File: src/include/nn_defs.svh
// Network sizes, datapath widths and weight-map constants; include before nn_pkg and the RTL
`ifndef NN_DEFS_SVH
`define NN_DEFS_SVH

// --------------------
// Network shape
// --------------------
`define NN_LAYERS      2
`define NN_INPUTS      8
`define NN_L0_NEURONS  4
`define NN_L1_NEURONS  3

// Datapath widths
`define NN_ACT_W       8
`define NN_ACC_W       20
`define NN_SHIFT       4

// --------------------
// Weight store map
// --------------------
`define NN_WT_DEPTH    44
`define NN_WT_ADDR_W   6
`define NN_L0_BASE     0
// Layer 1 starts after the 8x4 block of layer 0
`define NN_L1_BASE     32

`endif

File: src/weights.hex
// One signed weight byte per line: layer 0 (4 neurons x 8 inputs) then layer 1 (3 x 4), neuron-major
10
F0
08
F8
04
FC
02
FE
05
05
05
05
05
05
05
05
E0
10
F0
20
E8
18
F4
0C
7F
01
81
02
03
FD
40
C0
20
F0
10
08
F8
30
E0
18
0C
0C
0C
0C
File: src/logic/nn_pkg.sv
// Shared scalar types and stream / weight-port structs; compile before any module that imports it
`include "nn_defs.svh"

package nn_pkg;

  // Scalars
  typedef logic signed [`NN_ACT_W-1:0] act_t;
  typedef logic signed [`NN_ACT_W-1:0] weight_t;
  typedef logic signed [`NN_ACC_W-1:0] acc_t;
  typedef logic [`NN_WT_ADDR_W-1:0]    wt_addr_t;

  // One beat of the activation stream
  typedef struct packed {
    act_t data;
    logic last;
  } nn_beat_t;

  // Weight read port, one word per cycle
  typedef struct packed {
    logic     valid;
    wt_addr_t addr;
  } wt_req_t;

  typedef struct packed {
    logic    valid;
    weight_t data;
  } wt_rsp_t;

endpackage

File: src/logic/weight_store.sv
// Shared weight ROM; picks the lowest-numbered requesting layer and answers one cycle later
`timescale 1ns/100ps
`include "nn_defs.svh"

module weight_store
  import nn_pkg::*;
(
  input  logic    clk,
  input  logic    rst,
  input  wt_req_t req [`NN_LAYERS],
  output wt_rsp_t rsp [`NN_LAYERS]
);

  weight_t                mem [`NN_WT_DEPTH];
  logic [`NN_LAYERS-1:0]  req_vld;
  logic [`NN_LAYERS-1:0]  grant;
  logic [`NN_LAYERS-1:0]  rsp_grant;
  wt_addr_t               sel_addr;
  weight_t                rd_data;

  // Contents fixed at elaboration
  initial begin
    $readmemh("/design/src/weights.hex", mem);
  end

  // Fixed priority, layer 0 highest
  always_comb begin
    grant    = '0;
    sel_addr = '0;
    for (int k = `NN_LAYERS - 1; k >= 0; k--) begin
      req_vld[k] = req[k].valid;
      if (req[k].valid) begin
        grant    = '0;
        grant[k] = 1'b1;
        sel_addr = req[k].addr;
      end
    end
  end

  always_ff @(posedge clk) begin
    rd_data <= mem[sel_addr];
    if (rst) begin
      rsp_grant <= '0;
    end else begin
      rsp_grant <= grant;
    end
  end

  // Data is broadcast, valid only to the granted layer
  for (genvar k = 0; k < `NN_LAYERS; k++) begin : g_rsp
    assign rsp[k] = '{valid: rsp_grant[k], data: rd_data};
  end

  // The sequencer loads one layer at a time
  a_single_loader: assert property (@(posedge clk) disable iff (rst) $onehot0(req_vld));

endmodule

File: src/logic/load_sequencer.sv
// Start-up FSM: loads each layer's weights in order, then holds nn_ready until reset
`timescale 1ns/100ps
`include "nn_defs.svh"

module load_sequencer (
  input  logic                   clk,
  input  logic                   rst,
  input  logic                   start_load,
  input  logic [`NN_LAYERS-1:0]  load_done,
  output logic [`NN_LAYERS-1:0]  load_start,
  output logic                   nn_ready
);

  localparam int CNT_W = (`NN_LAYERS > 1) ? $clog2(`NN_LAYERS) : 1;
  localparam logic [CNT_W-1:0] LAST_LAYER = CNT_W'(`NN_LAYERS - 1);

  typedef enum logic [1:0] {
    S_IDLE,
    S_LOAD,
    S_ACTIVE
  } state_t;

  state_t           state;
  logic [CNT_W-1:0] cnt;

  // --------------------
  // Sequencing
  // --------------------
  always_ff @(posedge clk) begin
    if (rst) begin
      state      <= S_IDLE;
      cnt        <= '0;
      load_start <= '0;
      nn_ready   <= 1'b0;
    end else begin
      // load_start is a single-cycle pulse
      load_start <= '0;
      case (state)
        S_IDLE: begin
          if (start_load) begin
            cnt           <= '0;
            load_start[0] <= 1'b1;
            state         <= S_LOAD;
          end
        end
        S_LOAD: begin
          if (load_done[cnt]) begin
            if (cnt == LAST_LAYER) begin
              nn_ready <= 1'b1;
              state    <= S_ACTIVE;
            end else begin
              cnt                   <= cnt + 1'b1;
              load_start[cnt + 1'b1] <= 1'b1;
            end
          end
        end
        // Stays here until reset
        S_ACTIVE: ;
        default: state <= S_IDLE;
      endcase
    end
  end

  // A done pulse must come from the layer currently loading
  a_done_from_started: assert property (@(posedge clk) disable iff (rst)
    |load_done |-> (state == S_LOAD) && $onehot(load_done) && load_done[cnt]);

endmodule

File: src/logic/mac_unit.sv
// Signed multiply-accumulate with ReLU, right shift and byte saturation on the result
`timescale 1ns/100ps
`include "nn_defs.svh"

module mac_unit
  import nn_pkg::*;
(
  input  logic    clk,
  input  logic    rst,
  input  logic    clear,
  input  logic    en,
  input  act_t    a,
  input  weight_t w,
  output act_t    result
);

  // Largest positive activation, 127 for a byte
  localparam acc_t ACT_MAX = acc_t'((1 << (`NN_ACT_W - 1)) - 1);

  acc_t acc;
  acc_t shifted;
  acc_t clipped;

  // --------------------
  // Accumulator
  // --------------------
  always_ff @(posedge clk) begin
    if (rst) begin
      acc <= '0;
    end else if (clear) begin
      acc <= '0;
    end else if (en) begin
      // Product is 16 bits, sign extended into the accumulator
      acc <= acc + a * w;
    end
  end

  // --------------------
  // Requantize
  // --------------------
  always_comb begin
    shifted = acc >>> `NN_SHIFT;
    if (acc < 0) begin
      // ReLU
      clipped = '0;
    end else if (shifted > ACT_MAX) begin
      clipped = ACT_MAX;
    end else begin
      clipped = shifted;
    end
    result = act_t'(clipped);
  end

endmodule

File: src/logic/layer_core.sv
// One fully connected layer: loads its weights, buffers a vector, streams out one neuron at a time
`timescale 1ns/100ps
`include "nn_defs.svh"

module layer_core
  import nn_pkg::*;
#(
  parameter int N_IN  = 8,
  parameter int N_OUT = 4,
  parameter int BASE  = 0
) (
  input  logic     clk,
  input  logic     rst,
  input  logic     load_start,
  output logic     load_done,
  output wt_req_t  wt_req,
  input  wt_rsp_t  wt_rsp,
  input  nn_beat_t rx,
  input  logic     rx_valid,
  output logic     rx_ready,
  output nn_beat_t tx,
  output logic     tx_valid,
  input  logic     tx_ready
);

  localparam int N_WT  = N_IN * N_OUT;
  localparam int WT_W  = (N_WT > 1) ? $clog2(N_WT) : 1;
  localparam int IN_W  = (N_IN > 1) ? $clog2(N_IN) : 1;
  localparam int OUT_W = (N_OUT > 1) ? $clog2(N_OUT) : 1;

  localparam logic [WT_W-1:0]  WT_LAST  = WT_W'(N_WT - 1);
  localparam logic [IN_W-1:0]  IN_LAST  = IN_W'(N_IN - 1);
  localparam logic [OUT_W-1:0] OUT_LAST = OUT_W'(N_OUT - 1);

  typedef enum logic [2:0] {
    S_IDLE,
    S_LOAD,
    S_RECV,
    S_CLEAR,
    S_MAC,
    S_SEND
  } state_t;

  state_t           state;
  weight_t          wbuf [N_WT];
  act_t             ibuf [N_IN];
  logic [WT_W-1:0]  req_cnt;
  logic [WT_W-1:0]  rsp_cnt;
  logic             req_done;
  // Weight pointer runs straight through the neuron-major buffer
  logic [WT_W-1:0]  w_idx;
  // Input slot, shared by capture and MAC phases
  logic [IN_W-1:0]  in_cnt;
  logic [OUT_W-1:0] out_cnt;
  act_t             mac_result;

  // --------------------
  // Ports
  // --------------------
  always_comb begin
    wt_req.valid = (state == S_LOAD) && !req_done;
    wt_req.addr  = wt_addr_t'(BASE) + wt_addr_t'(req_cnt);
    tx.data      = mac_result;
    tx.last      = (out_cnt == OUT_LAST);
  end

  assign rx_ready = (state == S_RECV);
  assign tx_valid = (state == S_SEND);

  mac_unit u_mac (
    .clk    (clk),
    .rst    (rst),
    .clear  (state == S_CLEAR),
    .en     (state == S_MAC),
    .a      (ibuf[in_cnt]),
    .w      (wbuf[w_idx]),
    .result (mac_result)
  );

  // Buffers
  always_ff @(posedge clk) begin
    if (state == S_LOAD && wt_rsp.valid) begin
      wbuf[rsp_cnt] <= wt_rsp.data;
    end
    if (rx_valid && rx_ready) begin
      ibuf[in_cnt] <= rx.data;
    end
  end

  // --------------------
  // Control FSM
  // --------------------
  always_ff @(posedge clk) begin
    if (rst) begin
      state     <= S_IDLE;
      req_cnt   <= '0;
      rsp_cnt   <= '0;
      req_done  <= 1'b0;
      w_idx     <= '0;
      in_cnt    <= '0;
      out_cnt   <= '0;
      load_done <= 1'b0;
    end else begin
      load_done <= 1'b0;
      case (state)
        S_IDLE: begin
          if (load_start) begin
            req_cnt  <= '0;
            rsp_cnt  <= '0;
            req_done <= 1'b0;
            state    <= S_LOAD;
          end
        end
        S_LOAD: begin
          if (!req_done) begin
            req_cnt  <= req_cnt + 1'b1;
            req_done <= (req_cnt == WT_LAST);
          end
          if (wt_rsp.valid) begin
            rsp_cnt <= rsp_cnt + 1'b1;
            if (rsp_cnt == WT_LAST) begin
              load_done <= 1'b1;
              w_idx     <= '0;
              in_cnt    <= '0;
              out_cnt   <= '0;
              state     <= S_RECV;
            end
          end
        end
        S_RECV: begin
          if (rx_valid) begin
            in_cnt <= (in_cnt == IN_LAST) ? '0 : in_cnt + 1'b1;
            if (in_cnt == IN_LAST) begin
              state <= S_CLEAR;
            end
          end
        end
        S_CLEAR: state <= S_MAC;
        S_MAC: begin
          w_idx  <= (w_idx == WT_LAST) ? '0 : w_idx + 1'b1;
          in_cnt <= (in_cnt == IN_LAST) ? '0 : in_cnt + 1'b1;
          if (in_cnt == IN_LAST) begin
            state <= S_SEND;
          end
        end
        S_SEND: begin
          if (tx_ready) begin
            out_cnt <= (out_cnt == OUT_LAST) ? '0 : out_cnt + 1'b1;
            state   <= (out_cnt == OUT_LAST) ? S_RECV : S_CLEAR;
          end
        end
        default: state <= S_IDLE;
      endcase
    end
  end

  // Upstream framing must agree with this layer's input count
  a_rx_last_framing: assert property (@(posedge clk) disable iff (rst)
    (rx_valid && rx_ready) |-> (rx.last == (in_cnt == IN_LAST)));

endmodule

File: src/logic/nn_top.sv
// Two-layer inference pipeline top; connects load sequencer, weight store and the layer chain
`timescale 1ns/100ps
`include "nn_defs.svh"

module nn_top
  import nn_pkg::*;
(
  input  logic     clk,
  input  logic     rst,
  input  nn_beat_t rx,
  input  logic     rx_valid,
  output logic     rx_ready,
  output nn_beat_t tx,
  output logic     tx_valid,
  input  logic     tx_ready,
  input  logic     start_load,
  output logic     nn_ready
);

  logic [`NN_LAYERS-1:0] load_start;
  logic [`NN_LAYERS-1:0] load_done;
  wt_req_t               wt_req [`NN_LAYERS];
  wt_rsp_t               wt_rsp [`NN_LAYERS];

  // Hidden activations between the layers
  nn_beat_t              hid;
  logic                  hid_valid;
  logic                  hid_ready;

  // Input stream seen by layer 0
  logic                  l0_rx_valid;
  logic                  l0_rx_ready;

  // No input is taken until every layer holds its weights
  assign l0_rx_valid = rx_valid && nn_ready;
  assign rx_ready    = l0_rx_ready && nn_ready;

  // --------------------
  // Control and memory
  // --------------------
  load_sequencer u_seq (
    .clk        (clk),
    .rst        (rst),
    .start_load (start_load),
    .load_done  (load_done),
    .load_start (load_start),
    .nn_ready   (nn_ready)
  );

  weight_store u_store (
    .clk (clk),
    .rst (rst),
    .req (wt_req),
    .rsp (wt_rsp)
  );

  // --------------------
  // Layer chain
  // --------------------
  layer_core #(
    .N_IN  (`NN_INPUTS),
    .N_OUT (`NN_L0_NEURONS),
    .BASE  (`NN_L0_BASE)
  ) u_layer0 (
    .clk        (clk),
    .rst        (rst),
    .load_start (load_start[0]),
    .load_done  (load_done[0]),
    .wt_req     (wt_req[0]),
    .wt_rsp     (wt_rsp[0]),
    .rx         (rx),
    .rx_valid   (l0_rx_valid),
    .rx_ready   (l0_rx_ready),
    .tx         (hid),
    .tx_valid   (hid_valid),
    .tx_ready   (hid_ready)
  );

  // Output layer drives the top-level stream
  layer_core #(
    .N_IN  (`NN_L0_NEURONS),
    .N_OUT (`NN_L1_NEURONS),
    .BASE  (`NN_L1_BASE)
  ) u_layer1 (
    .clk        (clk),
    .rst        (rst),
    .load_start (load_start[1]),
    .load_done  (load_done[1]),
    .wt_req     (wt_req[1]),
    .wt_rsp     (wt_rsp[1]),
    .rx         (hid),
    .rx_valid   (hid_valid),
    .rx_ready   (hid_ready),
    .tx         (tx),
    .tx_valid   (tx_valid),
    .tx_ready   (tx_ready)
  );

endmodule

File: config.mk
export PLATFORM = sky130hd
export DESIGN_NAME = nn_top
export DESIGN_NICKNAME = d
export VERILOG_FILES = /design/src/logic/nn_pkg.sv /design/src/logic/weight_store.sv /design/src/logic/load_sequencer.sv /design/src/logic/mac_unit.sv /design/src/logic/layer_core.sv /design/src/logic/nn_top.sv
export VERILOG_INCLUDE_DIRS = /design/src /design/src/include
export SDC_FILE = /design/constraint.sdc
export NUM_CORES = 1
export LEC_CHECK = 0
export ABC_CLOCK_PERIOD_IN_PS = 3300
export BUFFER_PORTS_ARGS = -buffer_cell sky130_fd_sc_hd__clkbuf_2
export CORE_ASPECT_RATIO = 0.8
export CORE_UTILIZATION = 40
export DETAILED_ROUTE_END_ITERATION = 8
export SLEW_MARGIN = 15
export SYNTH_ARGS = -nofsm -noshare
export SYNTH_HDL_FRONTEND = slang
export SYNTH_SLANG_ARGS = --single-unit
export TNS_END_PERCENT = 10
File: constraint.sdc
create_clock -name clk -period 3.3 [get_ports clk]
set_input_delay 0.66 -clock clk [delete_from_list [all_inputs] [get_ports clk]]
set_output_delay 0.66 -clock clk [all_outputs]
set_load 0.05 [all_outputs]
==> impl_summary.md, run 1 <==
Timing
Static timing analysis puts the maximum clock frequency at approximately 430 MHz. The tightest hold path in the finished design has a slack of between 400 and 500 ps. The worst-case clock skew is ~10 ps. The shortest clock period the worst path allows after layout is around 2300 ps. The relative slew slack is 47.0%. The worst path uses 69.7% of the clock period.

The final count of negative-setup-slack endpoints is 0. Setup repair after global routing left no endpoint under its margin. The hold violation count in the final report is 0.

After routing, the total negative slack on setup checks comes to 0 ps. The number of slew-limit violations in the final report is 0. At the pin with the least slew margin, the transition time is approximately 800 ps.

Power and ir drop
The leakage power total is a little under 0.9 nW. The power density over the cells is about 390 nW/um2. The worst IR drop on VDD is around 0.26 mV.

Worst setup path
The arrival time at the worst endpoint is approximately 1600 ps. The launching element type of the critical path is a flop. The buffers plus inverters on the worst setup path is 1. The kind of capture point of the worst setup path is an output pin. Data on the critical path is required at its endpoint by about 2600 ps.

The critical path is of the reg -> out type. The family of cells with the greatest summed delay on the critical path is flip-flops. Walking the worst path, the cells encountered are nor2b_1, and2_1, clkbuf_2. The delay of the slowest cell on the worst path is around 620 ps. On the critical path, the stage with the largest delay is an instance of dfxtp_1. Of all nets on the critical path, the largest fanout is 16.

Logic synthesis
Yosys instantiated no cell more often than dfxtp_1. The fraction of registers with async set/reset is 0%. The post-synthesis instance total is ~270. In the post-synthesis netlist, the biggest area contributors are dfxtp_1 (39%), ha_1 (5.4%), a21oi_1 (5.2%), nand3_1 (3.3%), nand2_1 (2.8%). The share of the synthesized area in the top cell type is about two fifths. The commonest cells after synthesis are dfxtp_1 (45), a21oi_1 (24), nand2_1 (17), nand3_1 (15), clkbuf_1 (13). The synthesized design contains 45 register bits.

The cell area after synthesis is ~2300 um2. Of the synthesized area, sequential elements account for slightly below 40%. The distinct cell type count after synthesis is 55. Yosys printed 0 warnings. The most common flop cell mapped by yosys is dfxtp_1. Of all cell types, the one taking the most synthesized area is dfxtp_1. The average size of a mapped cell is between 8 and 9 um2. The number of enable-type register cells in the synthesized netlist is 0.

Clocking
The number of clock sinks seen by CTS is 45. After clock tree synthesis, the repair step resized 0 gates. The clock transition time at the flip-flop clock pins of the worst setup and hold paths is approximately 90 ps. The H-tree depth reported by CTS is 2. TritonCTS built the clock tree.

The clock reaches the later pin of the worst-skew pair after roughly 300 ps. The clock tree root driver cell is clkbuf_8. Counting along the longest clock path gives a buffer depth of 2. The post-CTS repair timing setup buffer count is 0.

The number of buffers added by the clock tree synthesis step is 5. The total of hold buffers inserted after clock tree synthesis is 0.

Layout
The number of antenna diodes in the final layout is 0. The design area is 2430 um2. The core utilization of the finished layout is 44.2%. Cells with a size suffix above 1 make up a little under a tenth of the layout.

The final layout net count is between 200 and 300. The area added between synthesis and finish is 5.54%.

GRT
The initial antenna violation count is 0. The first global-routing pass estimated 7830 um of wire. After global routing the overflow that remains totals 0. The via count of the first global-routing pass is between 1500 and 2000. The total routing resource utilization after global routing is between 15 and 20%. The largest net degree at the start of global routing is 23.

Drt
After detailed routing, the average wire length per cell comes to about 13 um. In the routed layout, each cell is associated on average with a via count of 5.32. The number of DRC violations after detailed-routing iteration 0 is 140. After detailed routing, the number of remaining DRC violations is 0. For this block, the routed nets add up to approximately 4600 um of wire. For this run, the detailed router's first-pass iteration total came to 4. The detail route stage leaves a number of antenna-violating nets equal to 0. The routed layout has about 1800 vias.

Min path
The worst hold path belongs to the class reg -> reg.

Floorplan
Measured along the x axis, the die boundary spans just under 90 um. Once the floorplan was initialized, standard cells occupied a little over two fifths of the core. The total area inside the core boundary comes to about 5500 um2. The die covers just over 6000 um2. The top-level I/O count is 26. Measured along the y axis, the die boundary spans 69.9 um. The number of standard-cell rows in the floorplan is 24.

Placed design
The final weighted congestion in routability-driven placement is 0.737. The placed wire-length estimate is between 3000 and 4000 um. The placed instances occupy a cell area of around 2300 um2.

The number of buffers added on ports is 8.

Run
Across the run, the number of max-cap violations was 0.

Run status
The run finished with clean final reports.
[flip-flops by register name, indices dropped and copies added, names as in the netlist, 2 cells and up]
register / cells
u_layer0.state: 3
u_layer1.out_cnt: 2
u_layer0.in_cnt: 3
u_layer1.in_cnt: 2
u_layer1.rsp_cnt: 4
u_seq.load_start: 2
u_layer0.req_cnt: 5
u_layer1.state: 3
u_seq.state: 2
u_layer0.rsp_cnt: 5
u_layer0.out_cnt: 2
u_layer1.req_cnt: 4
u_store.rsp_grant: 2
[layout make-up]
type	instances	area [um2]
timing repair buffer	10	55.1
tap	78	97.6
clock buffer	6	72.6
fill	569	3060
inverter	13	48.8
clock inverter	2	10.0
multi-input combinational	191	1250
sequential	45	901
[worst reg2reg max path, cell delays in order, from the launching register on]
cell	delay, ps
dfxtp_1	620
or4b_1	630
or3_1	390
a21oi_1	140
[worst paths after layout]
path	slack, ps	cells after the start	to	start
worst max-delay path	1000	3	tx_valid	u_layer1.state[0]
worst min-delay path	460	2	u_seq.load_start[1]	u_layer0.load_done
worst max register to register	1460	3	u_layer1.req_cnt[3]	u_layer1.state[0]
worst min register to register	460	2	u_seq.load_start[1]	u_layer0.load_done
[per-stage QoR]
stage / total power (W) / worst slack (ps) / instances
after floorplan: 0.000616 / 1200 / 274
after global placement: 0.000620 / 1210 / 337
after detailed placement: 0.000620 / 1180 / 337
after CTS: 0.000950 / 1020 / 345
after global routing: 0.000980 / 857 / 345
final: 0.000940 / 1000 / 345
[cell families (layout without fill, tap and decap cells)]
logic type,count (synthesis),after routing,synth area share [%]
fa+ha+maj,10,10,5.43
simple gates,103,103,26.9
mux,3,3,1.36
flops,45,45,39.1
other cells,1,8,0.163
compound gates,66,66,18.7
xor+xnor,1,1,0.380
buf+inv,38,31,7.93
[power breakdown]
group          internal [W]  switching, W
combinational     0.0000118     0.0000425
sequential         0.000547    0.00000659
clock              0.000147      0.000185
[layer usage]
metal | GRT usage [%] | wire [um] | vias to the layer above | part of all wire, %
met5 | 0 | 0 | - | 0
met4 | 5.19 | 59 | 0 | 1.3
met3 | 4.02 | 142 | 7 | 3.1
met2 | 23.3 | 1890 | 23 | 41
met1 | 24.4 | 2500 | 851 | 54
li1 | - | - | 954 | -
[layout by cell type, fill, tap and decap left out, types with 3 or more instances in the layout]
cell type  count
nand3_1       15
ha_1          10
clkbuf_8       5
nor3_1         8
nor3b_1        3
dfxtp_1       45
a21oi_1       24
o21ai_0       11
a311oi_1       3
o211ai_1       4
nor4_1         3
a31o_2         3
nand3b_1       6
nand2b_1       9
or4b_1         3
or3_1          6
inv_1         12
nor2b_1        8
conb_1         8
nor2_1         7
nand2_1       17
clkbuf_2       8
Note: power is estimated with default switching activity, not from simulation.
==> run 2: changes to the inputs <==
ABC_CLOCK_PERIOD_IN_PS = 2220   (was 3300)
clock period = 2.22 ns   (was 3.3 ns; I/O delays follow)
==> run 2 against run 1 <==
Highest routed layer unchanged; cell count increased by 0.87%; clock power increased by 48%; worst hold slack worse by 66 ps.
==> impl_summary.md, run 2 (synthesis gave the netlist of run 1 again) <==
Power and ir drop
Across the VDD grid, the largest voltage drop is ~0.35 mV. In this run the static leakage power is between 0.8 and 0.9 nW. For this design the ratio of total power to cell area is about 570 nW/um2. The final total power is 0.00140 W.

Clocking
Clock tree synthesis found a total of 45 sinks. The number of buffers on the longest clock path is 2. TritonCTS built the clock tree. In this run, post-CTS repair resized a total of 0 instances. The cell sitting at the root of the clock tree is a clkbuf_8. Counting the buffers created by CTS gives 5.

Clock-pin slew was measured on the worst setup and hold paths at about 80 ps. In this run the post-CTS setup repair buffer count came out at 0. The H-tree was split into 2 levels. The clock insertion delay at the later pin of the skew report is around 300 ps. The total of hold buffers inserted after clock tree synthesis is 0.

Layout
The proportion of layout cells with a drive suffix above 1 is a little over 10%. The largest registers in the layout are u_layer0.req_cnt: 5 flops, u_layer0.rsp_cnt: 5 flops. At the end of the flow, the number of nets in the layout was 293. 0 antenna diodes ended up in the layout. In the layout the commonest cells are dfxtp_1 (45), a21oi_1 (24), nand2_1 (17). Measured on the finished design, the core utilization comes to between 40% and 50%. The leading cell type in the layout, fill and taps excluded is dfxtp_1. After routing the design area is 2450 um2.

The area growth from synthesis to layout is 6.52%.

Floorplan
The initialized floorplan defines 24 standard-cell rows. The floorplan step defined a die boundary enclosing roughly 6100 um2. In this run the horizontal extent of the chip is between 80 and 90 um. The core area is ~5500 um2. The chip height is about 70 um. Once the floorplan was initialized, standard cells occupied roughly two fifths of the core. The top-level I/O count is 26.

Drt
The number of DRC violations after detailed-routing iteration 0 is 96. The routed wire length is around 4500 um. In the routed design, unresolved DRC markers number 0.

The mean number of vias per cell is between 5 and 6. After detailed routing, the average wire length per cell comes to about 13 um. The total vias in the final route is 1867. The first detailed-routing pass ran for 4 iterations. The detail route stage leaves a number of antenna-violating nets equal to 0.

Timing
The timing-limited maximum frequency is a little under 500 MHz. The tightest hold margin is between 300 and 400 ps. Setup violations remaining at the end of the flow were counted as 0. Measured against its own limit, the worst slew margin works out to between 60% and 70%. Setup total negative slack on the finished layout was measured at 0 ps. The slew at the pin closest to its max-slew limit is 551 ps.

The hold violation count in the final report came to 0. The final critical-path share of the clock period is slightly above 90%. Setup repair after global routing left no endpoint under its margin. For the final database, setup skew stands at slightly below 9 ps.

The shortest clock period the worst path allows after layout is 2060 ps. The number of slew-limit violations in the final report is 0.

Min path
The type of the tightest min-delay check is in -> reg.

Placed design
Routability-driven placement finished with a final weighted congestion of 0.760. The instance area after placement is between 2000 and 2500 um2. The wire-length estimate of the detail-placed layout is approximately 3100 um.

The number of buffers added on ports is 8.

Worst setup path
The worst register-to-register path has a depth of 3. The arrival time at the worst endpoint is ~1600 ps. The highest fanout seen on the critical path is 16. The end point of the critical path is tx_valid. The critical path in this run is classified as reg -> out. The critical path starts at u_layer1.state[0]. STA classifies the critical path startpoint as a flop.

The worst register-to-register path ends at u_layer1.req_cnt[3]. For the worst setup path, the data required time is about 1800 ps. The kind of capture point of the worst setup path is an output pin. The slack of the worst reg-to-reg path is between 300 and 400 ps. The reg-to-reg critical path startpoint is u_layer1.state[0].

GRT
The initial antenna violation count is 0. Entering global routing, the biggest net connects 26 pins. Summed over all layers, the global routing overflow is 0. The total routing resource utilization after global routing is roughly 16%. The via count of the first global-routing pass is ~1600. The first global-routing pass estimated just under 8000 um of wire.

Run
Across the run, the number of max-cap violations was 0.

Run status
The flow ran to the end, and the final reports show no timing, DRC or antenna violations.
==> run 2: metrics by stage <==
stage	setup WS [ps]	cells
4_1_cts	170	348
3_3_place_gp	417	340
6_report	157	348
5_1_grt	8.34	348
3_5_place_dp	414	340
2_1_floorplan	334	274
==> run 2: how the worst min path moves through the flow <==
| stage | startpoint | to | slack, ps | cells past startpoint |
|---|---|---|---|---|
| after floorplan | u_layer0.load_done | u_seq.load_start[1] | 420 | 2 |
| after global placement | u_layer0.load_done | u_seq.load_start[1] | 440 | 2 |
| after detailed placement | u_layer0.load_done | u_seq.load_start[1] | 440 | 2 |
| after CTS | start_load | u_seq.load_start[0] | 380 | 3 |
| after global routing | start_load | u_seq.load_start[0] | 420 | 3 |
| final | start_load | u_seq.load_start[0] | 390 | 3 |
==> run 2: layout make-up <==
type,instances,area [um2]
fill,532,3040
clock buffer,6,72.6
tap,78,97.6
clock inverter,2,10.0
sequential,45,901
inverter,13,48.8
timing repair buffer,13,77.6
multi-input combinational,191,1250
==> run 2: report_power, final <==
part	internal (W)	total, W	leakage, nW	switching [W]
Combinational	0.0000188	0.0000819	0.477	0.0000631
Sequential	0.000813	0.000822	0.363	0.00000986
Clock	0.000219	0.000492	0.0450	0.000274
Total	0.00105	0.00140	0.885	0.000347
==> run 2: worst max-delay path: stages, from the launching register on <==
cell,delay (ps)
dfxtp_1,620
nor2b_1,280
and2_1,160
clkbuf_2,270
==> run 2: per-layer routing <==
metal,wire (um),global-route usage (%),up-vias
met5,0,0,-
met4,68,6.11,0
met3,154,3.55,6
met2,1810,21.3,33
met1,2500,25.8,868
li1,-,-,960
==> run 3: changes to the inputs <==
ABC_AREA = 1   (was default)
GPL_TIMING_DRIVEN = 0   (was default)
RECOVER_POWER = 50   (was default)
==> run 3 against run 2 <==
Combinational power grew to 14 times the previous value; global-route usage decreased by 0.17 points; clock power grew 32%; non-clock buffer count grew 8; clock skew is 2.4 ps lower; synthesized area increased by 2.4%; clock-buffer cell count unchanged; die area is 2.3% higher; sequential power grew 23%; synthesized cell count grew 27%; worst hold slack better by 27 ps; worst setup slack better by 230 ps; critical endpoint is now rx_ready; largest cell class unchanged.
==> impl_summary.md, run 3 <==
Layout
0 antenna diodes ended up in the layout. The number of cells in the finished layout apart from fillers is about 440. Leaving out fill and tap cells, the most frequent cell in the layout is nand2_1. The proportion of layout cells with a drive suffix above 1 is 9.97%.

The final layout net count is around 380. With fillers left out, the area of the finished cells amounts to 2600 um2. The largest registers in the layout are u_layer0.req_cnt: 5 flops, u_layer0.rsp_cnt: 5 flops. The top cell types in the final layout, fill and taps aside, are nand2_1 (76), nor2_1 (51), dfxtp_1 (45). From synthesis to final layout, the design area changed by 10.3%.

Worst setup path
The arrival time at the worst endpoint is 1390 ps. Traced cell by cell, the critical path runs through inv_1, nor2_1, nand2_1, nor2_1, clkbuf_2. The cell that appears most often on the critical path is nor2_1. The highest fanout seen on the critical path is 5.

The delay of the slowest cell on the worst path is roughly 360 ps. STA classifies the critical path startpoint as a flop. The kind of capture point of the worst setup path is an output pin. Among all stages on the critical path, the largest delay is contributed by dfxtp_1.

The path type of the worst setup path is reg -> out. Data on the critical path is required at its endpoint by between 1500 and 2000 ps.

Power and ir drop
The part of the total power dissipated in combinational logic is between 40% and 50%. The final total power is ~0.0028 W. The sequential cell fraction of total power is between 30% and 40%.

The total internal power is 0.00164 W. For this design the static power due to leakage is approximately 1.2 nW. Net switching is approximately two fifths of the power. Per report_power, the clock group accounts for a little under a quarter of the total.

The power density over the cells is approximately 1100 nW/um2. In this run the power spent charging and discharging nets is between 0.001 and 0.0015 W. The worst IR drop on VDD is ~0.34 mV.

Run status
The flow ran to the end, and the final reports show no timing, DRC or antenna violations.

Clocking
Buffers inserted during clock tree synthesis total 5. The clock tree from TritonCTS is done. Clock-pin slew was measured on the worst setup and hold paths at ~80 ps. The number of buffers on the longest clock path is 2. Once the clock tree was built, the setup fixing pass inserted 0 buffers. In this run, post-CTS hold repair placed 0 buffers. In this run the number of H-tree levels came out at 2. In this run, post-CTS repair resized a total of 0 instances. The clock tree root driver cell is clkbuf_8. The clock insertion delay at the later pin of the skew report is slightly below 300 ps. The number of clock sinks seen by CTS is 45.

GRT
The global-route wire length before repair is 7970 um. The largest net degree at the start of global routing is 15. The via count of the first global-routing pass was roughly 1800. The total overflow left after global routing is 0. In the global route stage, overall resource usage came out at about 16%. The initial antenna violation count is 0.

Logic synthesis
The most common flop cell mapped by yosys is dfxtp_1. The flop and latch count out of synthesis is 45. For this run, the number of Yosys warnings is 0. The post-synthesis sequential area ratio is a little under two fifths. The average size of a mapped cell is 6.98 um2. Synthesis instantiated 32 different standard cells from the library. Counting instances in the post-synthesis netlist gives the leading cell types as nand2_1 (75), nor2_1 (49), dfxtp_1 (45), inv_1 (36), nand3_1 (28). The cell area after synthesis is approximately 2400 um2. The post-synthesis instance total is roughly 340. The largest total area in the synthesized netlist belongs to dfxtp_1. In the post-synthesis netlist, the biggest area contributors are dfxtp_1 (38%), nand2_1 (12%), nor2_1 (7.8%), nand3_1 (5.9%), a21oi_1 (5.7%).

By instance count, the leading cell after synthesis is nand2_1. The number of enable-type register cells in the synthesized netlist is 0. The share of the synthesized area in the top cell type is a little under two fifths. Counting flops with an async set or reset pin after synthesis yields a share of 0%.

Timing
Between clock sinks in the finished design, the worst skew comes to roughly 6.5 ps. The number of slew-limit violations in the final report is 0. The timing-limited maximum frequency is 547 MHz. The slew at the pin closest to its max-slew limit is roughly 600 ps. Subtracting the final worst setup slack from the clock period gives between 1500 and 2000 ps. The hold violation count in the final report is 0.

The relative slew slack is between 60% and 70%. Setup total negative slack on the finished layout was measured at 0 ps. Setup repair after global routing left no endpoint under its margin. The final critical-path share of the clock period is 82.4%. Setup violations remaining at the end of the flow were counted as 0.

Floorplan
For this configuration, the core starts out at a cell density of 42.5%. The top-level I/O count is 26. The core area is ~5600 um2. The number of standard-cell rows in the floorplan is 24. Measured along the y axis, the die boundary spans approximately 71 um. The die width is just under 90 um. The floorplan step defined a die boundary enclosing roughly 6200 um2.

Placed design
The number of buffers added on ports is 8. At the end of routability-driven placement, the weighted congestion stood at 0.779. The placed wire-length estimate is between 3000 and 4000 um.

The instance area after placement is approximately 2500 um2. The cell count after placement is roughly 430.

Min path
In this run the worst hold path is classified as in -> reg.

Drt
The number of DRC violations after detailed-routing iteration 0 is just under 90. In the final routed layout, each cell accounts on average for approximately 10 um. In this run the remaining antenna-violating nets after routing total 0. The first TritonRoute pass finished after 4 iterations. For this block, the via count after detailed routing is around 2100. The routed wire length is approximately 4500 um.

For this run, design rule violations remaining after detail routing come to 0. The mean number of vias per cell is between 4 and 5.

Run
The number of violations of the max-capacitance limit is 0.
==> run 3: changes by cell type in the layout (fill, tap and decap cells not counted), sizes merged, moves of 4 or more <==
cell    before  now
nand2       17   79
nor2         7   55
inv         12   37
nand3       15   31
nand2b       9    0
o21ai       11   20
nor2b        8    0
or3          6    0
buf          5   10
nand3b       6    2
o211ai       4    0
or4b         4    0
==> run 3: stage by stage <==
stage	hold slack (ps)	setup WS, ps	util (%)
floorplan	422	362	-
global placement	437	496	45.4
detailed placement	442	451	45.4
CTS	409	368	47.6
global route	417	159	46.8
finish	420	391	46.8
==> run 3: area by class of cell <==
class / count / area (um2)
inverters: 37 / 141
clock inverters: 2 / 37.5
repair buffers: 8 / 38.8
clock buffers: 6 / 82.6
plain buffers: 13 / 83.8
fillers: 597 / 2950
flip-flops and latches: 45 / 901
well taps: 78 / 97.6
multi-input cells: 250 / 1220
==> run 3: path summary, 6_finish.rpt <==
kind	from	end	slack, ps	cells past startpoint
worst max-delay path	u_layer0.state[1]	rx_ready	390	5
worst min-delay path	start_load	u_seq.load_start[0]	420	3
worst max register to register	u_layer0.rsp_cnt[0]	u_layer0.state[2]	430	11
worst min register to register	u_layer1.rsp_cnt[2]	u_layer1.rsp_cnt[2]	460	1
==> run 3: layer usage <==
layer | wire (um) | global-route usage, %
met5 | 0 | 0
met4 | 44 | 4.37
met2 | 1920 | 25.1
met3 | 155 | 3.85
met1 | 2430 | 22.6
==> run 3: logic make-up (layout without fill, tap and decap cells) <==
group | after synthesis | count (layout) | share of synthesized area, %
simple gates | 181 | 181 | 35.3
buf+inv | 50 | 66 | 9.55
flops | 45 | 45 | 38.2
fa+ha+maj | 10 | 10 | 5.31
other cells | 1 | 8 | 0.159
compound gates | 51 | 51 | 11.5
==> run 3: power groups by stage <==
stage | clock [W] | sequential, W | combinational (W)
2_1_floorplan | 0 | 0.00101 | 0.000977
3_3_place_gp | 0 | 0.00103 | 0.00116
3_5_place_dp | 0 | 0.00103 | 0.00118
4_1_cts | 0.000675 | 0.00102 | 0.00118
5_1_grt | 0.000704 | 0.00103 | 0.00134
6_report | 0.000651 | 0.00101 | 0.00114
==> run 3: worst max-delay path: cells and delay by family, from the launching register on <==
family	cells	cell delay (ps)
buffers and inverters	2	380
flip-flops	1	360
AND/OR/NAND/NOR	3	360
